File: src/stationPkg.sv
// ==============================
// Shared widths, depths and types for the operand-capture issue path
// Every RTL block and the testbench pull these in by wildcard import
// ==============================

package stationPkg;

	// ==============================
	// Datapath widths
	// ==============================

	// Width of an operand or a result value
	localparam int ValueWidth = 16;

	// Operand or result value, arithmetic wraps modulo 2^16
	typedef logic [ValueWidth-1:0] value_t;

	// Physical register number, register 0 always reads as zero
	typedef logic [5:0] pregno_t;

	// Reorder-buffer id that tags an operation through to its result
	typedef logic [3:0] robNdx_t;

	// ==============================
	// Structure sizes
	// ==============================

	// Lanes on the register read-port bus
	localparam int NumPorts = 4;

	// Entries held in the operand station
	localparam int StationDepth = 4;

	// Source operands per operation (A, B and C)
	localparam int NumSrcs = 3;

	// Index of one station entry
	typedef logic [$clog2(StationDepth)-1:0] slot_t;

	// Credit count, wide enough to hold StationDepth itself
	typedef logic [2:0] credit_t;

	// Cycles from an issue beat to the matching result
	localparam int ExecLatency = 2;

	// ==============================
	// Operation codes
	// ==============================

	// MAC gives a*b+c, MUL gives a*b and ADD gives a+b
	typedef enum logic [1:0] {
		OP_MAC = 2'd0,
		OP_MUL = 2'd1,
		OP_ADD = 2'd2
	} opcode_t;

endpackage

File: src/opLink.sv
// ==============================
// Link from the dispatcher to the operand station
// Carries one operation per valid beat and returns one credit per freed entry
// ==============================
`timescale 1ns/1ps

interface opLink import stationPkg::*; ();

	// One dispatched operation, qualified by valid
	logic valid;
	robNdx_t id;
	opcode_t opcode;
	pregno_t srcA;
	pregno_t srcB;
	pregno_t srcC;
	pregno_t dest;

	// Single-cycle pulse for each entry that leaves the station
	logic creditRet;

	// The dispatcher only raises valid while it holds a credit
	modport disp (
		output valid, id, opcode, srcA, srcB, srcC, dest,
		input creditRet
	);

	// The station takes every valid beat, there is no ready
	modport stn (
		input valid, id, opcode, srcA, srcB, srcC, dest,
		output creditRet
	);

endinterface

File: src/issueLink.sv
// ==============================
// Link from the operand station to the execute unit
// Each valid beat is one operation with all operand values captured
// ==============================
`timescale 1ns/1ps

interface issueLink import stationPkg::*; ();

	// Issued operation with its operand values
	logic valid;
	robNdx_t id;
	opcode_t opcode;
	value_t argA;
	value_t argB;
	value_t argC;
	pregno_t dest;

	// Station side drives everything
	modport stn (
		output valid, id, opcode, argA, argB, argC, dest
	);

	// The execute unit accepts every beat
	modport exec (
		input valid, id, opcode, argA, argB, argC, dest
	);

endinterface

File: src/opDispatch.sv
// ==============================
// Dispatcher in front of the operand station
// Registers accepted operations onto the link and keeps the credit count
// opReady is high while at least one station entry is known to be free
// ==============================
`timescale 1ns/1ps

module opDispatch import stationPkg::*; (
	input logic clk,
	input logic rst,
	input logic opValid,
	input robNdx_t opId,
	input opcode_t opOpcode,
	input pregno_t opSrcA,
	input pregno_t opSrcB,
	input pregno_t opSrcC,
	input pregno_t opDest,
	output logic opReady,
	opLink.disp link
);

	// Credits currently held, one per free station entry
	credit_t credits;
	credit_t nextCredits;

	// Upstream handshake completes on this edge
	logic accept;

	assign accept = opValid && opReady;

	// Next count covers an accept and a return landing on the same edge
	always_comb begin
		nextCredits = credits;
		if (link.creditRet)
			nextCredits = nextCredits + credit_t'(1);
		if (accept)
			nextCredits = nextCredits - credit_t'(1);
	end

	// ==============================
	// Credit counter and link valid
	// ==============================

	always_ff @(posedge clk) begin
		if (rst) begin
			credits <= credit_t'(StationDepth);
			opReady <= 1'b1;
			link.valid <= 1'b0;
		end else begin
			credits <= nextCredits;
			// Registered so opReady tracks the counter with no extra cycle
			opReady <= (nextCredits != '0);
			link.valid <= accept;
		end
	end

	// Payload only moves on an accept and needs no reset
	always_ff @(posedge clk) begin
		if (accept) begin
			link.id <= opId;
			link.opcode <= opOpcode;
			link.srcA <= opSrcA;
			link.srcB <= opSrcB;
			link.srcC <= opSrcC;
			link.dest <= opDest;
		end
	end

	// Returns never push the count past the number of entries
	creditBound: assert property (@(posedge clk) disable iff (rst)
		credits <= credit_t'(StationDepth));

	// A beat on the link was paid for with a credit on the edge before
	validNeedsCredit: assert property (@(posedge clk) disable iff (rst)
		link.valid |-> $past(credits) != '0);

endmodule

File: src/operandStation.sv
// ==============================
// Operand station between dispatch and execute
// Holds operations until every source value has been seen on the read-port bus
// Issues the lowest ready entry each cycle and returns its credit
// ==============================
`timescale 1ns/1ps

module operandStation import stationPkg::*; (
	input logic clk,
	input logic rst,
	input pregno_t [NumPorts-1:0] prn,
	input logic [NumPorts-1:0] prnv,
	input value_t [NumPorts-1:0] rfo,
	opLink.stn inLink,
	issueLink.stn outLink
);

	// ==============================
	// Entry storage
	// ==============================

	// Occupied flag and per-source captured flags are the control state
	logic [StationDepth-1:0] entValid;
	logic [NumSrcs-1:0] entRdy [StationDepth];

	// Operation payload with sources ordered A, B and C
	robNdx_t entId [StationDepth];
	opcode_t entOp [StationDepth];
	pregno_t entDest [StationDepth];
	pregno_t entTag [StationDepth][NumSrcs];
	value_t entVal [StationDepth][NumSrcs];

	// Sources of the operation arriving this cycle
	pregno_t inSrc [NumSrcs];
	logic [NumSrcs-1:0] inRdy;
	value_t inVal [NumSrcs];

	// Bus hits for sources already waiting in the station
	logic [NumSrcs-1:0] capEn [StationDepth];
	value_t capVal [StationDepth][NumSrcs];

	// Write and issue selection
	logic freeFound;
	slot_t freeIdx;
	logic issueFound;
	slot_t issueIdx;

	// True when any valid lane carries this register
	function automatic logic busHit(input pregno_t tag);
		logic hit;
		hit = 1'b0;
		for (int p = 0; p < NumPorts; p++) begin
			if (prnv[p] && prn[p] == tag)
				hit = 1'b1;
		end
		return hit;
	endfunction

	// Value from the lowest-numbered matching lane
	function automatic value_t busValue(input pregno_t tag);
		value_t val;
		val = '0;
		// Walk downward so the lowest lane is the last to write
		for (int p = NumPorts - 1; p >= 0; p--) begin
			if (prnv[p] && prn[p] == tag)
				val = rfo[p];
		end
		return val;
	endfunction

	// ==============================
	// Operand snooping
	// ==============================

	// An incoming source is ready at once if it is register 0 or on the bus now
	always_comb begin
		inSrc[0] = inLink.srcA;
		inSrc[1] = inLink.srcB;
		inSrc[2] = inLink.srcC;
		for (int s = 0; s < NumSrcs; s++) begin
			if (inSrc[s] == '0) begin
				inRdy[s] = 1'b1;
				inVal[s] = '0;
			end else begin
				inRdy[s] = busHit(inSrc[s]);
				inVal[s] = busValue(inSrc[s]);
			end
		end
	end

	// Waiting sources watch the bus every cycle
	always_comb begin
		for (int i = 0; i < StationDepth; i++) begin
			for (int s = 0; s < NumSrcs; s++) begin
				capEn[i][s] = entValid[i] && !entRdy[i][s] && busHit(entTag[i][s]);
				capVal[i][s] = busValue(entTag[i][s]);
			end
		end
	end

	// Lowest free entry takes the write and lowest ready entry issues
	always_comb begin
		freeFound = 1'b0;
		freeIdx = '0;
		issueFound = 1'b0;
		issueIdx = '0;
		for (int i = StationDepth - 1; i >= 0; i--) begin
			if (!entValid[i]) begin
				freeFound = 1'b1;
				freeIdx = slot_t'(i);
			end
			if (entValid[i] && (&entRdy[i])) begin
				issueFound = 1'b1;
				issueIdx = slot_t'(i);
			end
		end
	end

	// ==============================
	// Control state
	// ==============================

	always_ff @(posedge clk) begin
		if (rst) begin
			entValid <= '0;
			for (int i = 0; i < StationDepth; i++)
				entRdy[i] <= '0;
			outLink.valid <= 1'b0;
			inLink.creditRet <= 1'b0;
		end else begin
			// The credit goes back in the same cycle as the issue beat
			outLink.valid <= issueFound;
			inLink.creditRet <= issueFound;
			for (int i = 0; i < StationDepth; i++)
				entRdy[i] <= entRdy[i] | capEn[i];
			if (issueFound)
				entValid[issueIdx] <= 1'b0;
			// Never collides with the issued entry since that one was occupied
			if (inLink.valid) begin
				entValid[freeIdx] <= 1'b1;
				entRdy[freeIdx] <= inRdy;
			end
		end
	end

	// Payload writes, captures and the issue register
	always_ff @(posedge clk) begin
		for (int i = 0; i < StationDepth; i++) begin
			for (int s = 0; s < NumSrcs; s++) begin
				if (capEn[i][s])
					entVal[i][s] <= capVal[i][s];
			end
		end
		if (inLink.valid) begin
			entId[freeIdx] <= inLink.id;
			entOp[freeIdx] <= inLink.opcode;
			entDest[freeIdx] <= inLink.dest;
			for (int s = 0; s < NumSrcs; s++) begin
				entTag[freeIdx][s] <= inSrc[s];
				entVal[freeIdx][s] <= inVal[s];
			end
		end
		if (issueFound) begin
			outLink.id <= entId[issueIdx];
			outLink.opcode <= entOp[issueIdx];
			outLink.dest <= entDest[issueIdx];
			outLink.argA <= entVal[issueIdx][0];
			outLink.argB <= entVal[issueIdx][1];
			outLink.argC <= entVal[issueIdx][2];
		end
	end

	// Dispatcher credits guarantee room for every write
	writeHasRoom: assert property (@(posedge clk) disable iff (rst)
		inLink.valid |-> freeFound);

	// An entry only leaves the station once every one of its sources was captured
	for (genvar g = 0; g < StationDepth; g++) begin : gLeave
		issueWasReady: assert property (@(posedge clk) disable iff (rst)
			$fell(entValid[g]) |-> $past(&entRdy[g]));
	end

endmodule

File: src/macExec.sv
// ==============================
// Two-stage integer multiply-accumulate unit
// Takes every issue beat and returns the tagged result ExecLatency cycles later
// ==============================
`timescale 1ns/1ps

module macExec import stationPkg::*; (
	input logic clk,
	input logic rst,
	issueLink.exec inLink,
	output logic resValid,
	output robNdx_t resId,
	output pregno_t resDest,
	output value_t resValue
);

	// One valid bit per stage, so two operations can be in flight
	logic [ExecLatency-1:0] validPipe;

	// Stage one registers
	robNdx_t s1Id;
	opcode_t s1Op;
	pregno_t s1Dest;
	value_t s1Prod;
	value_t s1ArgB;
	value_t s1ArgC;

	// Second operand of the stage two adder
	value_t addend;

	always_ff @(posedge clk) begin
		if (rst)
			validPipe <= '0;
		else
			validPipe <= {validPipe[ExecLatency-2:0], inLink.valid};
	end

	// ==============================
	// Stage one
	// ==============================

	// ADD passes argA through in place of the product
	always_ff @(posedge clk) begin
		if (inLink.valid) begin
			s1Id <= inLink.id;
			s1Op <= inLink.opcode;
			s1Dest <= inLink.dest;
			s1ArgB <= inLink.argB;
			s1ArgC <= inLink.argC;
			if (inLink.opcode == OP_ADD)
				s1Prod <= inLink.argA;
			else
				s1Prod <= value_t'(inLink.argA * inLink.argB);
		end
	end

	// ==============================
	// Stage two
	// ==============================

	// MUL adds nothing
	always_comb begin
		case (s1Op)
			OP_MAC: addend = s1ArgC;
			OP_ADD: addend = s1ArgB;
			default: addend = '0;
		endcase
	end

	always_ff @(posedge clk) begin
		if (validPipe[0]) begin
			resId <= s1Id;
			resDest <= s1Dest;
			resValue <= s1Prod + addend;
		end
	end

	assign resValid = validPipe[ExecLatency-1];

endmodule

File: src/issueTop.sv
// ==============================
// Top level of the issue subsystem
// Dispatcher, operand station and multiply-accumulate unit on plain ports
// Upstream transfers on an edge where opValid and opReady are both high
// ==============================
`timescale 1ns/1ps

module issueTop import stationPkg::*; (
	input logic clk,
	input logic rst,
	// Decoded operation from upstream
	input logic opValid,
	input robNdx_t opId,
	input opcode_t opOpcode,
	input pregno_t opSrcA,
	input pregno_t opSrcB,
	input pregno_t opSrcC,
	input pregno_t opDest,
	output logic opReady,
	// Register read-port bus, one lane per port
	input pregno_t [NumPorts-1:0] prn,
	input logic [NumPorts-1:0] prnv,
	input value_t [NumPorts-1:0] rfo,
	// Results, possibly out of arrival order
	output logic resValid,
	output robNdx_t resId,
	output pregno_t resDest,
	output value_t resValue
);

	// Dispatcher to station
	opLink opBus ();

	// Station to execute unit
	issueLink issueBus ();

	opDispatch uDispatch (
		.clk(clk),
		.rst(rst),
		.opValid(opValid),
		.opId(opId),
		.opOpcode(opOpcode),
		.opSrcA(opSrcA),
		.opSrcB(opSrcB),
		.opSrcC(opSrcC),
		.opDest(opDest),
		.opReady(opReady),
		.link(opBus.disp)
	);

	operandStation uStation (
		.clk(clk),
		.rst(rst),
		.prn(prn),
		.prnv(prnv),
		.rfo(rfo),
		.inLink(opBus.stn),
		.outLink(issueBus.stn)
	);

	macExec uExec (
		.clk(clk),
		.rst(rst),
		.inLink(issueBus.exec),
		.resValid(resValid),
		.resId(resId),
		.resDest(resDest),
		.resValue(resValue)
	);

endmodule

File: config.mk
export PLATFORM = sky130hd
export DESIGN_NAME = issueTop
export DESIGN_NICKNAME = d
export VERILOG_FILES = /design/src/stationPkg.sv /design/src/opLink.sv /design/src/issueLink.sv /design/src/opDispatch.sv /design/src/operandStation.sv /design/src/macExec.sv /design/src/issueTop.sv
export SDC_FILE = /design/constraint.sdc
export NUM_CORES = 2
export LEC_CHECK = 0
export ABC_AREA = 1
export BUFFER_PORTS_ARGS = -buffer_cell sky130_fd_sc_hd__buf_4
export CORE_MARGIN = 2
export CORE_UTILIZATION = 41
export DETAILED_ROUTE_END_ITERATION = 10
export PLACE_DENSITY = 0.66
export SLEW_MARGIN = 5
export SYNTH_ARGS = -nofsm -noshare
export SYNTH_HDL_FRONTEND = slang
export SYNTH_SLANG_ARGS = --single-unit
File: constraint.sdc
create_clock -name clk -period 5.8 [get_ports clk]
set_input_delay 0.29 -clock clk [delete_from_list [all_inputs] [get_ports clk]]
set_output_delay 0.29 -clock clk [all_outputs]
set_load 0.05 [all_outputs]
==> impl_metrics.env <==
export IMPL_io_buffers=152
export IMPL_fmax_mhz=183.6
export IMPL_yosysSeqAreaShare=0.3912
export IMPL_insertion_delay_ns=0.67
export IMPL_use_met1=0.4090
export IMPL_synth_mux_area_frac=0.0002587
export IMPL_num_vias=38160
export IMPL_numCtsBuffers=57
export IMPL_required_ns=6.22
export IMPL_drive_above_1_share=0.09173
export IMPL_grt_use_total=0.3316
export IMPL_antenna_found_initial=12
export IMPL_drc=0
export IMPL_die_w_um=311.2
export IMPL_finalSetupTns_ns=0
export IMPL_layout_min_cycle_time_ns=5.446
export IMPL_status="finished clean"
export IMPL_grt_pass1_wl_mm=239.1
export IMPL_finalHoldViolCount=0
export IMPL_fp_dieH_um=311.2
export IMPL_drt_iter0_drc=5460
export IMPL_layout_common_cells="1389 x nand2_1, 589 x nand3_1, 516 x inv_1"
export IMPL_async_flop_share=0
export IMPL_gr_total_overflow=0
export IMPL_cts_tree="yes"
export IMPL_fin_nets=5227
export IMPL_synthFlopType="edfxtp_1"
export IMPL_fin_util=0.4518
export IMPL_cts_setup_buffers=0
export IMPL_vias_per_cell=6.093
export IMPL_coreArea_sq_um=93470
export IMPL_fp_row_count=112
export IMPL_worstSetupPathType="flip-flop to flip-flop"
export IMPL_synthSimpleGateAreaFrac=0.2675
export IMPL_endpoint_kind="flip-flop"
export IMPL_synthesis_nets=5285
export IMPL_root_buffer="clkbuf_16"
export IMPL_ys_warn_count=0
export IMPL_arrival_ns=5.87
export IMPL_finClkSkew_ns=0.02889
export IMPL_path_max_fanout=10
export IMPL_synth_seq_cells=512
export IMPL_mappedNetlistArea_sq_um=38690
export IMPL_synth_adder_area_share=0.06326
export IMPL_firstDrtPassIters=10
export IMPL_finalSetupViolations=0
export IMPL_synth_cells=5013
export IMPL_synth_cell_types=64
export IMPL_initial_utilization=0.4139
export IMPL_use_met3=0.07571
export IMPL_tightest_slew_ns=1.296
export IMPL_power_density_nw_per_um2=208.7
export IMPL_synth_compound_area_frac=0.1468
export IMPL_synth_edf_count=488
export IMPL_grt_pass1_vias=35511
export IMPL_ios=153
export IMPL_grt_max_degree=66
export IMPL_synth_top_family_by_area="simple AND/OR/NAND/NOR gates"
export IMPL_relSlewSlack=0.1331
export IMPL_drv_cap=0
export IMPL_routabilityCongestion=1.016
export IMPL_cellLeakagePower_nw=18.32
export IMPL_yosys_area_share_xor_xnor=0.02853
export IMPL_finalCritPeriodShare=0.9389
export IMPL_drt_total_wl_mm=165.0
export IMPL_top_usage_layer="met2"
export IMPL_wl_per_cell_um=26.34
export IMPL_htreeDepth=2
export IMPL_rsz0062_at_grt="no"
export IMPL_cts_repair_resized=0
export IMPL_clockBufferDepth=3
export IMPL_min_path_type="input pin to flip-flop"
export IMPL_syn_avg_cell_area_sq_um=7.717
export IMPL_grt_util_met2=0.5228
export IMPL_clock_sinks=512
export IMPL_hpwlAfterDp_mm=115.5
export IMPL_slew_violations=0
export IMPL_cts_clk_slew_worst_paths_ns=0.06
export IMPL_die_area_sq_um=96830
export IMPL_postRouteAntennaNets=0
export IMPL_final_common_cell="nand2_1"
export IMPL_area_growth_pct=9.150
export IMPL_cp_start_kind="flip-flop"
export IMPL_vdd_drop_max_mv=0.2473
-- per-layer routing --
| layer | up-vias | routed length [um] |
|---|---|---|
| met4 | 12 | 12830 |
| met3 | 752 | 18270 |
| met1 | 17792 | 60630 |
| met5 | - | 82 |
| li1 | 16921 | - |
| met2 | 2683 | 73160 |
-- worst max-delay path, stage by stage (launching register included) --
cell	delay [ns]
edfxtp_1	0.55
nand2_1	0.11
inv_1	0.06
fa_1	0.54
inv_1	0.05
fa_1	0.47
inv_1	0.05
fa_1	0.48
fa_1	0.51
fa_1	0.49
inv_1	0.05
fa_1	0.47
inv_1	0.04
ha_1	0.30
inv_1	0.12
o21ai_0	0.10
nor2_1	0.11
nand3_1	0.12
nand2_1	0.10
nand2_1	0.05
a21oi_1	0.18
nand3_1	0.10
nand3_1	0.08
nand2_1	0.06
-- flip-flops by register name, indices dropped and copies added (netlist names), 8 cells and up --
register               count
uStation.entDest          24
uStation.entTag           72
uStation.outLink.argA     16
uStation.entId            16
uStation.entVal          192
uStation.outLink.argB     16
uExec.s1ArgB              16
uStation.outLink.argC     16
uStation.entRdy           12
uExec.s1ArgC              16
uExec.s1Prod              16
uExec.resValue            16
uStation.entOp             8
-- through the flow --
stage / power [mW] / hold WS [ns] / instances / cell area (sq um) / setup slack [ns]
final: 8.814 / 0.03208 / 6263 / 42230 / 0.3541
after global routing: 9.022 / 0.03421 / 6259 / 42220 / 0.0005862
after CTS: 8.792 / 0.003848 / 6258 / 42210 / 0.3509
after detailed placement: 5.236 / 0.4045 / 6115 / 40040 / 0.3590
after global placement: 5.227 / 0.4022 / 6115 / 40040 / 0.3828
after floorplan: 4.808 / 0.3889 / 5013 / 38690 / 0.5601
-- cells by family (layout without fill, tap and decap cells) --
group / count (synthesis) / in the layout
xor gates and xnor gates: 126 / 126
other: 0 / 5
AOI/OAI and AO/OA: 919 / 919
muxes: 1 / 1
DFF: 512 / 512
adders and majority gates: 147 / 147
buffers and inverters: 926 / 917
and+or+nand+nor: 2382 / 2382
-- power breakdown --
group          switching, mW  internal, mW
clock network           1.63          1.94
registers             0.0739          4.11
logic                  0.789         0.266
total                   2.49          6.32
-- layout make-up --
type	instances	area [sq um]
fill	9264	51240
timing repair buffer	242	1904
clock inverter	41	337.8
multi-input combinational	3575	19640
inverter	567	2140
clock buffer	67	1485
sequential	512	15140
tap	1254	1569
antenna	5	12.51
-- repair_timing --
item | CTS | global route
hold endpoints to repair | 37 | 0
setup endpoints to repair | 0 | 0
hold buffers | 35 | 0
-- cells in the mapped netlist (6+ instances only) --
cell type | n | area [sq um]
buf_2 | 103 | 515.5
o211ai_1 | 156 | 1171
inv_1 | 517 | 1941
o22ai_1 | 132 | 825.8
nor2_1 | 186 | 698.2
clkbuf_1 | 175 | 656.9
fa_1 | 81 | 1622
a211oi_1 | 6 | 45.04
a22oi_1 | 16 | 120.1
buf_6 | 27 | 304.0
nor4_1 | 27 | 168.9
nand2_2 | 10 | 62.56
o21ai_1 | 89 | 445.4
edfxtp_1 | 488 | 14650
nand3_2 | 6 | 60.06
a21oi_1 | 133 | 665.6
buf_1 | 14 | 52.55
o21ai_0 | 295 | 1476
nand2_1 | 1394 | 5233
inv_2 | 42 | 157.7
ha_1 | 66 | 825.8
nand4_1 | 73 | 456.7
clkinv_1 | 6 | 22.52
dfxtp_1 | 24 | 480.5
o211ai_2 | 22 | 275.3
xnor2_1 | 15 | 131.4
buf_4 | 34 | 255.2
o2111ai_1 | 11 | 96.34
nand3_1 | 590 | 2953
nor4_2 | 6 | 75.07
xor2_1 | 111 | 972.2
nor3_1 | 60 | 300.3
o21ai_2 | 30 | 262.8
-- path summary, 6_finish.rpt --
| check | start | end | slack, ns | cells past startpoint |
|---|---|---|---|---|
| setup / recovery | uStation.outLink.argA[8] | uExec.s1Prod[15] | 0.35 | 23 |
| hold / removal | rfo[12] | uStation.entVal[2][28] | 0.03 | 3 |
| setup reg to reg | uStation.outLink.argA[8] | uExec.s1Prod[15] | 0.35 | 23 |
| hold reg to reg | uExec.s1Id[3] | uExec.resId[3] | 0.42 | 0 |
(Power assumes the default switching activity.)
